[src/vc_pkg.sv]
package vc_pkg;

    // ========================================
    // widths and block constants
    // ========================================
    localparam int SAMPLE_W   = 16;
    localparam int BLOCK_LEN  = 64;
    localparam int IDX_W      = 6;
    localparam int DIGIT_W    = 2;
    localparam int NUM_DIGITS = IDX_W / DIGIT_W;
    localparam int NUM_BANKS  = 2;
    localparam int BIT_CNT_W  = 4;
    localparam int LAST_BIT   = SAMPLE_W - 1;

    typedef logic [SAMPLE_W-1:0]  sample_t;
    typedef logic [IDX_W-1:0]     idx_t;
    typedef logic [BIT_CNT_W-1:0] bit_cnt_t;

    // ========================================
    // framing
    // ========================================
    typedef enum logic [2:0] {
        wait_frame,
        left_bits,
        left_gap,
        right_bits,
        right_gap
    } frame_state_e;

    // strobes handed from the framing FSM to the datapath
    typedef struct packed {
        logic word_start;
        logic bit_en;
        logic capture_en;
        logic left_done;
    } frame_ctrl_t;

endpackage
[src/voice_path_top.sv]
module voice_path_top (
    input  logic clk,
    input  logic NRST,
    input  logic lrck,
    input  logic adc_dat,
    output logic dac_dat
);

    vc_pkg::frame_ctrl_t ctrl;
    logic                bit_last;
    vc_pkg::idx_t        wr_idx;
    logic                wr_bank;
    logic                primed;
    vc_pkg::sample_t     rx_sample;
    vc_pkg::sample_t     tx_word;

    // ========================================
    // framing and counters
    // ========================================
    lr_frame_fsm u_frame (
        .clk      (clk),
        .NRST     (NRST),
        .lrck     (lrck),
        .bit_last (bit_last),
        .ctrl     (ctrl)
    );

    slot_counter u_count (
        .clk      (clk),
        .NRST     (NRST),
        .ctrl     (ctrl),
        .bit_last (bit_last),
        .wr_idx   (wr_idx),
        .wr_bank  (wr_bank),
        .primed   (primed)
    );

    // ========================================
    // datapath
    // ========================================
    serial_rx u_rx (
        .clk       (clk),
        .NRST      (NRST),
        .ctrl      (ctrl),
        .adc_dat   (adc_dat),
        .rx_sample (rx_sample)
    );

    reorder_buffer u_buf (
        .clk       (clk),
        .NRST      (NRST),
        .ctrl      (ctrl),
        .rx_sample (rx_sample),
        .wr_idx    (wr_idx),
        .wr_bank   (wr_bank),
        .primed    (primed),
        .tx_word   (tx_word)
    );

    serial_tx u_tx (
        .clk     (clk),
        .NRST    (NRST),
        .ctrl    (ctrl),
        .tx_word (tx_word),
        .dac_dat (dac_dat)
    );

endmodule

[src/reorder_buffer.sv]
module reorder_buffer (
    input  logic                clk,
    input  logic                NRST,
    input  vc_pkg::frame_ctrl_t ctrl,
    input  vc_pkg::sample_t     rx_sample,
    input  vc_pkg::idx_t        wr_idx,
    input  logic                wr_bank,
    input  logic                primed,
    output vc_pkg::sample_t     tx_word
);

    vc_pkg::sample_t mem [0:vc_pkg::NUM_BANKS-1][0:vc_pkg::BLOCK_LEN-1];
    vc_pkg::idx_t    rd_idx;

    // swap the base-4 digits end for end
    function automatic vc_pkg::idx_t digit_rev(input vc_pkg::idx_t idx);
        vc_pkg::idx_t rev;
        rev = '0;
        for (int d = 0; d < vc_pkg::NUM_DIGITS; d++) begin
            rev[d*vc_pkg::DIGIT_W +: vc_pkg::DIGIT_W] =
                idx[(vc_pkg::NUM_DIGITS-1-d)*vc_pkg::DIGIT_W +: vc_pkg::DIGIT_W];
        end
        return rev;
    endfunction

    // ========================================
    // write side, arrival order
    // ========================================
    always_ff @(posedge clk) begin
        if (ctrl.left_done) begin
            mem[wr_bank][wr_idx] <= rx_sample;
        end
    end

    // ========================================
    // read side, digit-reversed
    // ========================================
    // read address moves with wr_idx, always its reversed value
    always_ff @(posedge clk or negedge NRST) begin
        if (!NRST) begin
            rd_idx <= '0;
        end else if (ctrl.left_done) begin
            rd_idx <= digit_rev(wr_idx + vc_pkg::idx_t'(1));
        end
    end

    // previous block from the other bank, silent until one block is in
    assign tx_word = primed ? mem[~wr_bank][rd_idx] : '0;

endmodule

[src/serial_tx.sv]
module serial_tx (
    input  logic                clk,
    input  logic                NRST,
    input  vc_pkg::frame_ctrl_t ctrl,
    input  vc_pkg::sample_t     tx_word,
    output logic                dac_dat
);

    vc_pkg::sample_t shift_q;
    logic            right_next;

    // marks that the coming word start belongs to the right channel
    always_ff @(posedge clk or negedge NRST) begin
        if (!NRST) begin
            right_next <= 1'b0;
        end else if (ctrl.left_done) begin
            right_next <= 1'b1;
        end else if (ctrl.word_start) begin
            right_next <= 1'b0;
        end
    end

    // the register rotates, so after 16 bits it holds the word again
    // and the right slot replays the left word unchanged
    always_ff @(posedge clk or negedge NRST) begin
        if (!NRST) begin
            shift_q <= '0;
        end else if (ctrl.word_start && !right_next) begin
            shift_q <= tx_word;
        end else if (ctrl.bit_en) begin
            shift_q <= {shift_q[vc_pkg::SAMPLE_W-2:0], shift_q[vc_pkg::SAMPLE_W-1]};
        end
    end

    // quiet outside data slots
    assign dac_dat = ctrl.bit_en & shift_q[vc_pkg::SAMPLE_W-1];

endmodule

[src/serial_rx.sv]
module serial_rx (
    input  logic                clk,
    input  logic                NRST,
    input  vc_pkg::frame_ctrl_t ctrl,
    input  logic                adc_dat,
    output vc_pkg::sample_t     rx_sample
);

    vc_pkg::sample_t shift_q;

    // MSB arrives first, left slots only
    always_ff @(posedge clk or negedge NRST) begin
        if (!NRST) begin
            shift_q <= '0;
        end else if (ctrl.capture_en) begin
            shift_q <= {shift_q[vc_pkg::SAMPLE_W-2:0], adc_dat};
        end
    end

    // stays put through the gap and the right word
    assign rx_sample = shift_q;

endmodule

[src/slot_counter.sv]
module slot_counter (
    input  logic                clk,
    input  logic                NRST,
    input  vc_pkg::frame_ctrl_t ctrl,
    output logic                bit_last,
    output vc_pkg::idx_t        wr_idx,
    output logic                wr_bank,
    output logic                primed
);

    vc_pkg::bit_cnt_t bit_cnt;

    // bit slot within the current word
    always_ff @(posedge clk or negedge NRST) begin
        if (!NRST) begin
            bit_cnt <= '0;
        end else if (ctrl.word_start) begin
            bit_cnt <= '0;
        end else if (ctrl.bit_en) begin
            bit_cnt <= bit_cnt + vc_pkg::bit_cnt_t'(1);
        end
    end

    assign bit_last = (bit_cnt == vc_pkg::bit_cnt_t'(vc_pkg::LAST_BIT));

    // sample index across the block, bank flips on every wrap
    always_ff @(posedge clk or negedge NRST) begin
        if (!NRST) begin
            wr_idx  <= '0;
            wr_bank <= 1'b0;
            primed  <= 1'b0;
        end else if (ctrl.left_done) begin
            wr_idx <= wr_idx + vc_pkg::idx_t'(1);
            if (wr_idx == vc_pkg::idx_t'(vc_pkg::BLOCK_LEN - 1)) begin
                wr_bank <= ~wr_bank;
                // first full block is in, playback may start
                primed  <= 1'b1;
            end
        end
    end

endmodule

[src/lr_frame_fsm.sv]
module lr_frame_fsm (
    input  logic                clk,
    input  logic                NRST,
    input  logic                lrck,
    input  logic                bit_last,
    output vc_pkg::frame_ctrl_t ctrl
);

    vc_pkg::frame_state_e state;
    vc_pkg::frame_state_e state_next;
    logic                 lrck_q;
    logic                 lrck_fall;
    logic                 lrck_rise;
    logic                 left_done_q;

    // falling edge opens the left word, rising edge the right one
    assign lrck_fall = lrck_q & ~lrck;
    assign lrck_rise = ~lrck_q & lrck;

    always_ff @(posedge clk or negedge NRST) begin
        if (!NRST) begin
            lrck_q      <= 1'b0;
            state       <= vc_pkg::wait_frame;
            left_done_q <= 1'b0;
        end else begin
            lrck_q      <= lrck;
            state       <= state_next;
            // one pulse right after the 16th left bit
            left_done_q <= (state == vc_pkg::left_bits) && bit_last;
        end
    end

    // ========================================
    // next state
    // ========================================
    always_comb begin
        state_next = state;
        if (lrck_fall) begin
            state_next = vc_pkg::left_bits;
        end else if (lrck_rise && (state != vc_pkg::wait_frame)) begin
            state_next = vc_pkg::right_bits;
        end else begin
            case (state)
                vc_pkg::left_bits: begin
                    if (bit_last) begin
                        state_next = vc_pkg::left_gap;
                    end
                end
                vc_pkg::right_bits: begin
                    if (bit_last) begin
                        state_next = vc_pkg::right_gap;
                    end
                end
                default: begin
                    state_next = state;
                end
            endcase
        end
    end

    // ========================================
    // strobes
    // ========================================
    always_comb begin
        // a rising edge before the first left word is ignored
        ctrl.word_start = lrck_fall | (lrck_rise & (state != vc_pkg::wait_frame));
        ctrl.bit_en     = (state == vc_pkg::left_bits) | (state == vc_pkg::right_bits);
        ctrl.capture_en = (state == vc_pkg::left_bits);
        ctrl.left_done  = left_done_q;
    end

endmodule

[config.mk]
export PLATFORM = sky130hd
export DESIGN_NAME = voice_path_top
export DESIGN_NICKNAME = d
export VERILOG_FILES = /design/src/vc_pkg.sv /design/src/voice_path_top.sv /design/src/reorder_buffer.sv /design/src/serial_tx.sv /design/src/serial_rx.sv /design/src/slot_counter.sv /design/src/lr_frame_fsm.sv
export SDC_FILE = /design/constraint.sdc
export NUM_CORES = 2
export LEC_CHECK = 0
export BUFFER_PORTS_ARGS = -buffer_cell sky130_fd_sc_hd__buf_2
export CORE_UTILIZATION = 30
export DETAILED_ROUTE_END_ITERATION = 10
export PLACE_DENSITY_LB_ADDON = 0.05
export REMOVE_ABC_BUFFERS = 1
export SLEW_MARGIN = 5
export SYNTH_ARGS = -nofsm -noshare
export SYNTH_HDL_FRONTEND = slang
export SYNTH_SLANG_ARGS = --single-unit
[constraint.sdc]
create_clock -name clk -period 5.4 [get_ports clk]
set_clock_uncertainty 0.05 [all_clocks]
set_input_delay 1.08 -clock clk [delete_from_list [all_inputs] [get_ports clk]]
set_output_delay 1.08 -clock clk [all_outputs]
set_load 0.05 [all_outputs]
Yosys cells after proc, flatten, opt, wreduce, memory -nomap -nowiden
Memories as Yosys holds them, arrays and structs flattened.
Cells that the tools add are included.
Storage, ports and cells
  word-level logic and storage cells: 65
  output and inout port bits: 1
  input bits: 4
  memories: 1
  bits in writable memories: 2048
  flip-flop bits (word level): 56
Cells by class
  magnitude comparators: 3
  reductions and logical operators: 12
  bitwise logic cells: 11
  eq/ne operators: 6
  $add $sub $neg: 2
  muxes and demuxes: 19
Memory list
  u_buf.mem: words 2, width 1024, read ports 1, clocked after memory_dff 0, write ports 1, line reorder_buffer.sv:12  | vc_pkg::sample_t mem [0:vc_pkg::NUM_BANKS-1][0:vc_pkg::BLOCK_LEN-1];
Operators with widths (count)
  $mux 1024: 1
  $bmux 16 s6: 1
  $demux 16 s6: 1
  $mux 16: 6
  $ge 7x7->1 const B: 2
  $not 6->7: 2
  $mux 3: 4
  $mux 4: 2
  $ne 4x1->1 const B: 2
  $lt 7x1->1 const B: 1
  $add 6x1->6 const B: 1
  $eq 6x6->1 const B: 1
  $pmux 3 s2: 1
  $reduce_bool 2->1: 3
  $add 4x1->4 const B: 1
  $and 1x1->1: 4
  $eq 4x4->1 const B: 1
  $logic_and 1x1->1: 4
  $reduce_bool 4->1: 1
  $eq 3x1->1 const B: 1
  $eq 3x2->1 const B: 1
  $mux 1: 3
  $not 1->1: 3
  $reduce_and 3->1: 1
  other kinds (4): 5

Logic depth before layout (Yosys ltp)
An unclocked memory read counts as a cell.
  word-level depth: 7
  gate-level depth with buffers: 13
  mapped depth without buffers: 7

Modules after synthesis
From an unflattened synthesis, not the netlist that was laid out.
Second synthesis, totals
  cell total of the unflattened synthesis: 3930
  area total of the unflattened synthesis: 81293.0 um^2
Modules (own cells, without submodules)
  reorder_buffer: area an instance 78957.0 um^2, times used 1, sequential area each 61649.1 um^2, cells each 3774
  serial_tx: area an instance 925.9 um^2, times used 1, sequential area each 425.4 um^2, cells each 57
  serial_rx: area an instance 649.4 um^2, times used 1, sequential area each 400.4 um^2, cells each 34
  slot_counter: area an instance 509.2 um^2, times used 1, sequential area each 300.3 um^2, cells each 41
  lr_frame_fsm: area an instance 251.5 um^2, times used 1, sequential area each 125.1 um^2, cells each 24

Least setup slack after synthesis
No wires, ideal clock.
  path type: reg2reg
  start point: register u_count.wr_bank
  end point: memory u_buf.mem[0][768] in the netlist's numbering, enable pin
  path buffers: 7
  stages on the path, launching flop included: 9
  arrival: 3212 ps
  library setup time: 430 ps
  slack: 1708 ps
  clock period less this slack: 3692 ps
  cells stage by stage: dfrtp_1 > buf_4 > buf_4 > buf_6 > buf_4 > buf_4 > buf_2 > buf_2 > nor4_1
RTL lines
  from (decl): line slot_counter.sv:7  | output logic wr_bank,
  from (signal assigned): line slot_counter.sv:35  | wr_bank <= ~wr_bank;
  to (decl): line reorder_buffer.sv:12
Straight into the memory's write port.

Worst setup path after layout
  start point: register u_buf.rd_idx[1]
  end point: register u_tx.shift_q[15]
On the way
  longest elaborated chain between the ends: 6
Ends and longest elaborated chain
  from (decl): line reorder_buffer.sv:13  | vc_pkg::idx_t rd_idx;
  from (signal assigned): line reorder_buffer.sv:43  | rd_idx <= digit_rev(wr_idx + vc_pkg::idx_t'(1));
  $not 6->7: line reorder_buffer.sv:48  | assign tx_word = primed ? mem[~wr_bank][rd_idx] : '0;
  $bmux 16 s6: line reorder_buffer.sv:48
  $mux 16 (implied by the code) (2 in series): line reorder_buffer.sv:48
  $mux 16: line reorder_buffer.sv:48
  $mux 16: line serial_tx.sv:28  | end else if (ctrl.word_start && !right_next) begin
  to (signal assigned): line serial_tx.sv:29  | shift_q <= tx_word;
  to (signal assigned): line serial_tx.sv:31  | shift_q <= {shift_q[vc_pkg::SAMPLE_W-2:0], shift_q[vc_pkg::SAMPLE_W-1]};
  to (decl): line serial_tx.sv:9  | vc_pkg::sample_t shift_q;
No other way between the ends. The select of a mux whose other input is x is not followed.
A chain may end at the register's enable or synchronous reset.

==> summary.txt <==
Timing
  – RSZ-0062 raised after global routing: no
  – Sum Neg Setup Slack: 0 ns
  – Final setup violation count: 0
  – Final worst-path cycle share: between 80% and 90%
  – Slew Viols, Final: 0
  – Tmin final: roughly 4.6 ns
  – Slew margin rel.: 6.70%
  – Slew @ Worst Pin: 1.38 ns
  – Final Hold Fails: 0
  – Max Freq: 217 MHz

Die
  – Die area: ~0.27 mm2
  – Die span in y: between 500 and 600 um
  – Starting Density: a little under a third
  – Floorplan core area: ~0.27 mm2
  – Rows: 190
  – Die Wd: ~520 um
  – IO Count: 5

Clocking
  – CTS H-tree lvls: 4
  – Postcts setup bufs: 0
  – Reg clk slew, reported paths: roughly 0.06 ns
  – Root Driver: clkbuf_16
  – Post-CTS Resized: 0
  – Num CTS Buffers: roughly 240
  – Longest Clk Path Bufs: 4
  – CTS tree: yes
  – Clock sink count: 2098
  – Hold_buf cts: 0
  – Clock latency on the worst-skew pair: 0.93 ns

GRT
  – Pin count of the biggest net entering global routing: 78
  – Initial antenna violation count: 25
  – Total track usage: 21.6%
  – First-pass GRT wire length: between 300000 and 400000 um
  – Final global-route overflow total: 0
  – Number of global-route vias before repair: between 40000 and 50000

Critical path
  – CP peak stage delay: around 1 ns
  – Crit path launch: u_buf.rd_idx[1]$_DFFE_PN0P_
  – Reg-to-Reg Start: u_buf.rd_idx[1]$_DFFE_PN0P_
  – Crit Path Class: flop to flop
  – R2R depth: 8
  – Req. time, crit path: slightly above 6 ns
  – Slowest cell on crit path: dfrtp_4
  – Crit. End Element: flop
  – Top cell by count, worst path: o221ai_1
  – RR Endpoint: u_tx.shift_q[15]$_DFFE_PN0P_
  – CP Data Arrival Time: approximately 5.3 ns
  – Reg2reg setup slack: around 0.79 ns
  – CP max FO: 44
  – Crit path cell chain: buf_12 -> buf_4 -> mux4_2 -> mux2_2 -> o221ai_1 -> o21ai_1 -> nor3_1 -> o221ai_1
  – Critical Path Source Type: flop

Logic synthesis
  – Top-area cell type share of the netlist area: about 76%
  – Adder-cell share of the synthesized area: less than 1%
  – Post-synthesis cell type count: 71
  – Yosys top cell by area: edfxtp_1
  – Top_reg_cell synth: edfxtp_1
  – Post-synth EDFFs: around 2000
  – Mapped Cells: between 3000 and 4000
  – Synth area leaders: edfxtp_1, mux4_2, mux2i_1, dfrtp_1, a22oi_1
  – Avg Synthesized Cell Area: ~20 um2
  – Synth async-reset ratio: between 2 and 2.5%
  – Synth Register Bits: 2098
  – Post-synthesis simple-gate area fraction: 2.78%
  – Top-count cell post-synth: edfxtp_1
  – Sequential element share of the synthesized area: between 70% and 80%
  – Synth Cell Area: 0.0812 mm2
  – Synth Area in XOR/XNOR: less than 1%
  – Largest family of logic cells by synthesized area: multiplexers
  – Syn. warnings: 0
  – Compound-gate portion of the synthesized area: around 4.3%
  – Commonest cells post-synth: edfxtp_1, mux4_2, mux2i_1
  – Mux cell area share after synthesis: a little over an eighth

Place
  – GPL Wtd Cong: slightly below 0.9
  – DP HPWL: 188000 um
  – Port bufs: 4
  – DP Cell Count: ~7600

Routing
  – Final WL: about 300000 um
  – Vias: between 40000 and 50000
  – Vias per inst: between 5 and 6
  – WL/cell: around 37 um
  – DRT Pass-1 Iters: 5
  – Final ANT Viol Nets: 0
  – Residual DRC count: 0
  – DRT iter0 DRCs: around 4600

Cells and area
  – Multi-input gate area: 0.0174 mm2
  – P&R area growth vs syn: 16.6%
  – Final Net Count: 4287
  – Reg area: 0.0628 mm2
  – Fin cells: 8027
  – Share of cells above drive strength 1: 26.8%
  – # fillers: approximately 25000

Power and ir drop
  – Pwr per Cell Area: about 410 mW/mm2
  – NetSw: about 9700 uW
  – Clock power share: roughly 40%
  – VDD IR max: 0.283 mV
  – Int Power: approximately 29000 uW
  – Comb power frac: around 5.3%
  – Share of power burned in registers: between 50% and 60%
  – Leak: 0.0285 uW
  – Sw Share: around a quarter

Outcome
  – Status: completed

Worst hold path
  – HP Class: primary input to async pin

Job
  – MaxCap Viol Count: 0
## critical path: cells and delay by family (launching register included)
family	cells	cell delay, ns
AO/OA/AOI/OAI	3	1.12
buffers and inverters	2	0.74
flip-flops	1	1.01
multiplexers	2	0.66
AND/OR/NAND/NOR	1	0.65
## layout make-up
class	instances	area share (%)
multi-input combinational	1617	18.4
timing repair buffer	313	2.82
antenna	14	0.0370
tap	3552	4.70
clock inverter	94	0.751
clock buffer	331	6.90
sequential	2098	66.4
inverter	8	0.0357
## power by group through the flow
| stage | Clock [uW] | Sequential (uW) | Combinational [uW] |
|---|---|---|---|
| after global placement | 0 | 21700 | 2060 |
| after floorplan | 0 | 21800 | 104 |
| after CTS | 15800 | 21400 | 2110 |
| after detailed placement | 0 | 21800 | 2120 |
| final | 15400 | 21400 | 2050 |
| after global routing | 16400 | 21500 | 2200 |
## routing by layer
layer,part of all wire [%],track usage [%],up-vias
li1,-,-,17200
met1,46,30.9,23200
met2,47,34.4,1292
met3,5.4,3.41,334
met4,2.3,4.85,4
met5,0.0088,0,-
## metrics by stage
stage | utilization, % | instance area (um2) | setup slack [ns] | total power (uW) | hold slack (ns)
finish | 35.2 | 94600 | 0.793 | 38800 | 0.256
global route | 35.2 | 94600 | 0.999 | 40000 | 0.261
CTS | 35.2 | 94600 | 0.939 | 39300 | 0.260
detailed placement | 32.5 | 87400 | 0.958 | 23900 | 0.466
global placement | 32.5 | 87300 | 0.969 | 23800 | 0.455
floorplan | - | 79700 | -17.64 | 21900 | 0.436
## flip-flops by register name, summed over array words and instances (netlist names)
| signal | count |
|---|---|
| u_count.primed | 1 |
| u_count.wr_idx | 1 |
| u_frame.lrck_q | 1 |
| u_count.wr_bank | 1 |
| u_frame.left_done_q | 1 |
| u_rx.rx_sample | 16 |
| u_buf.mem | 2048 |
| u_tx.right_next | 1 |
| u_count.bit_cnt | 4 |
| u_frame.state | 3 |
| u_buf.rd_idx | 5 |
| u_tx.shift_q | 16 |
## worst max-delay path by stage
| stage | end | cells after the start |
|---|---|---|
| 2_1_floorplan | u_buf.mem[0][384]$_DFFE_PP_ | 3 |
| 3_3_place_gp | u_tx.shift_q[15]$_DFFE_PN0P_ | 8 |
| 3_5_place_dp | u_tx.shift_q[15]$_DFFE_PN0P_ | 8 |
| 4_1_cts | u_tx.shift_q[15]$_DFFE_PN0P_ | 8 |
| 5_1_grt | u_tx.shift_q[15]$_DFFE_PN0P_ | 8 |
| 6_report | u_tx.shift_q[15]$_DFFE_PN0P_ | 8 |
## cells by family after synthesis
| kind of cell | after synthesis |
|---|---|
| simple gates | 494 |
| buf+inv | 252 |
| flops | 2098 |
| compound gates | 481 |
| fa+ha+maj | 2 |
| mux | 631 |
| xor+xnor | 9 |
## layout by cell type (no fill, tap or decap), types with 64 or more instances in the layout
| cell type | count |
|---|---|
| a21oi_1 | 64 |
| a221oi_1 | 66 |
| a22oi_1 | 100 |
| buf_4 | 283 |
| clkbuf_1 | 80 |
| clkbuf_16 | 246 |
| edfxtp_1 | 2048 |
| mux2i_1 | 221 |
| mux4_2 | 379 |
| nand2_1 | 104 |
| nor2_1 | 70 |
| nor2_2 | 107 |
(Power assumes the default switching activity.)
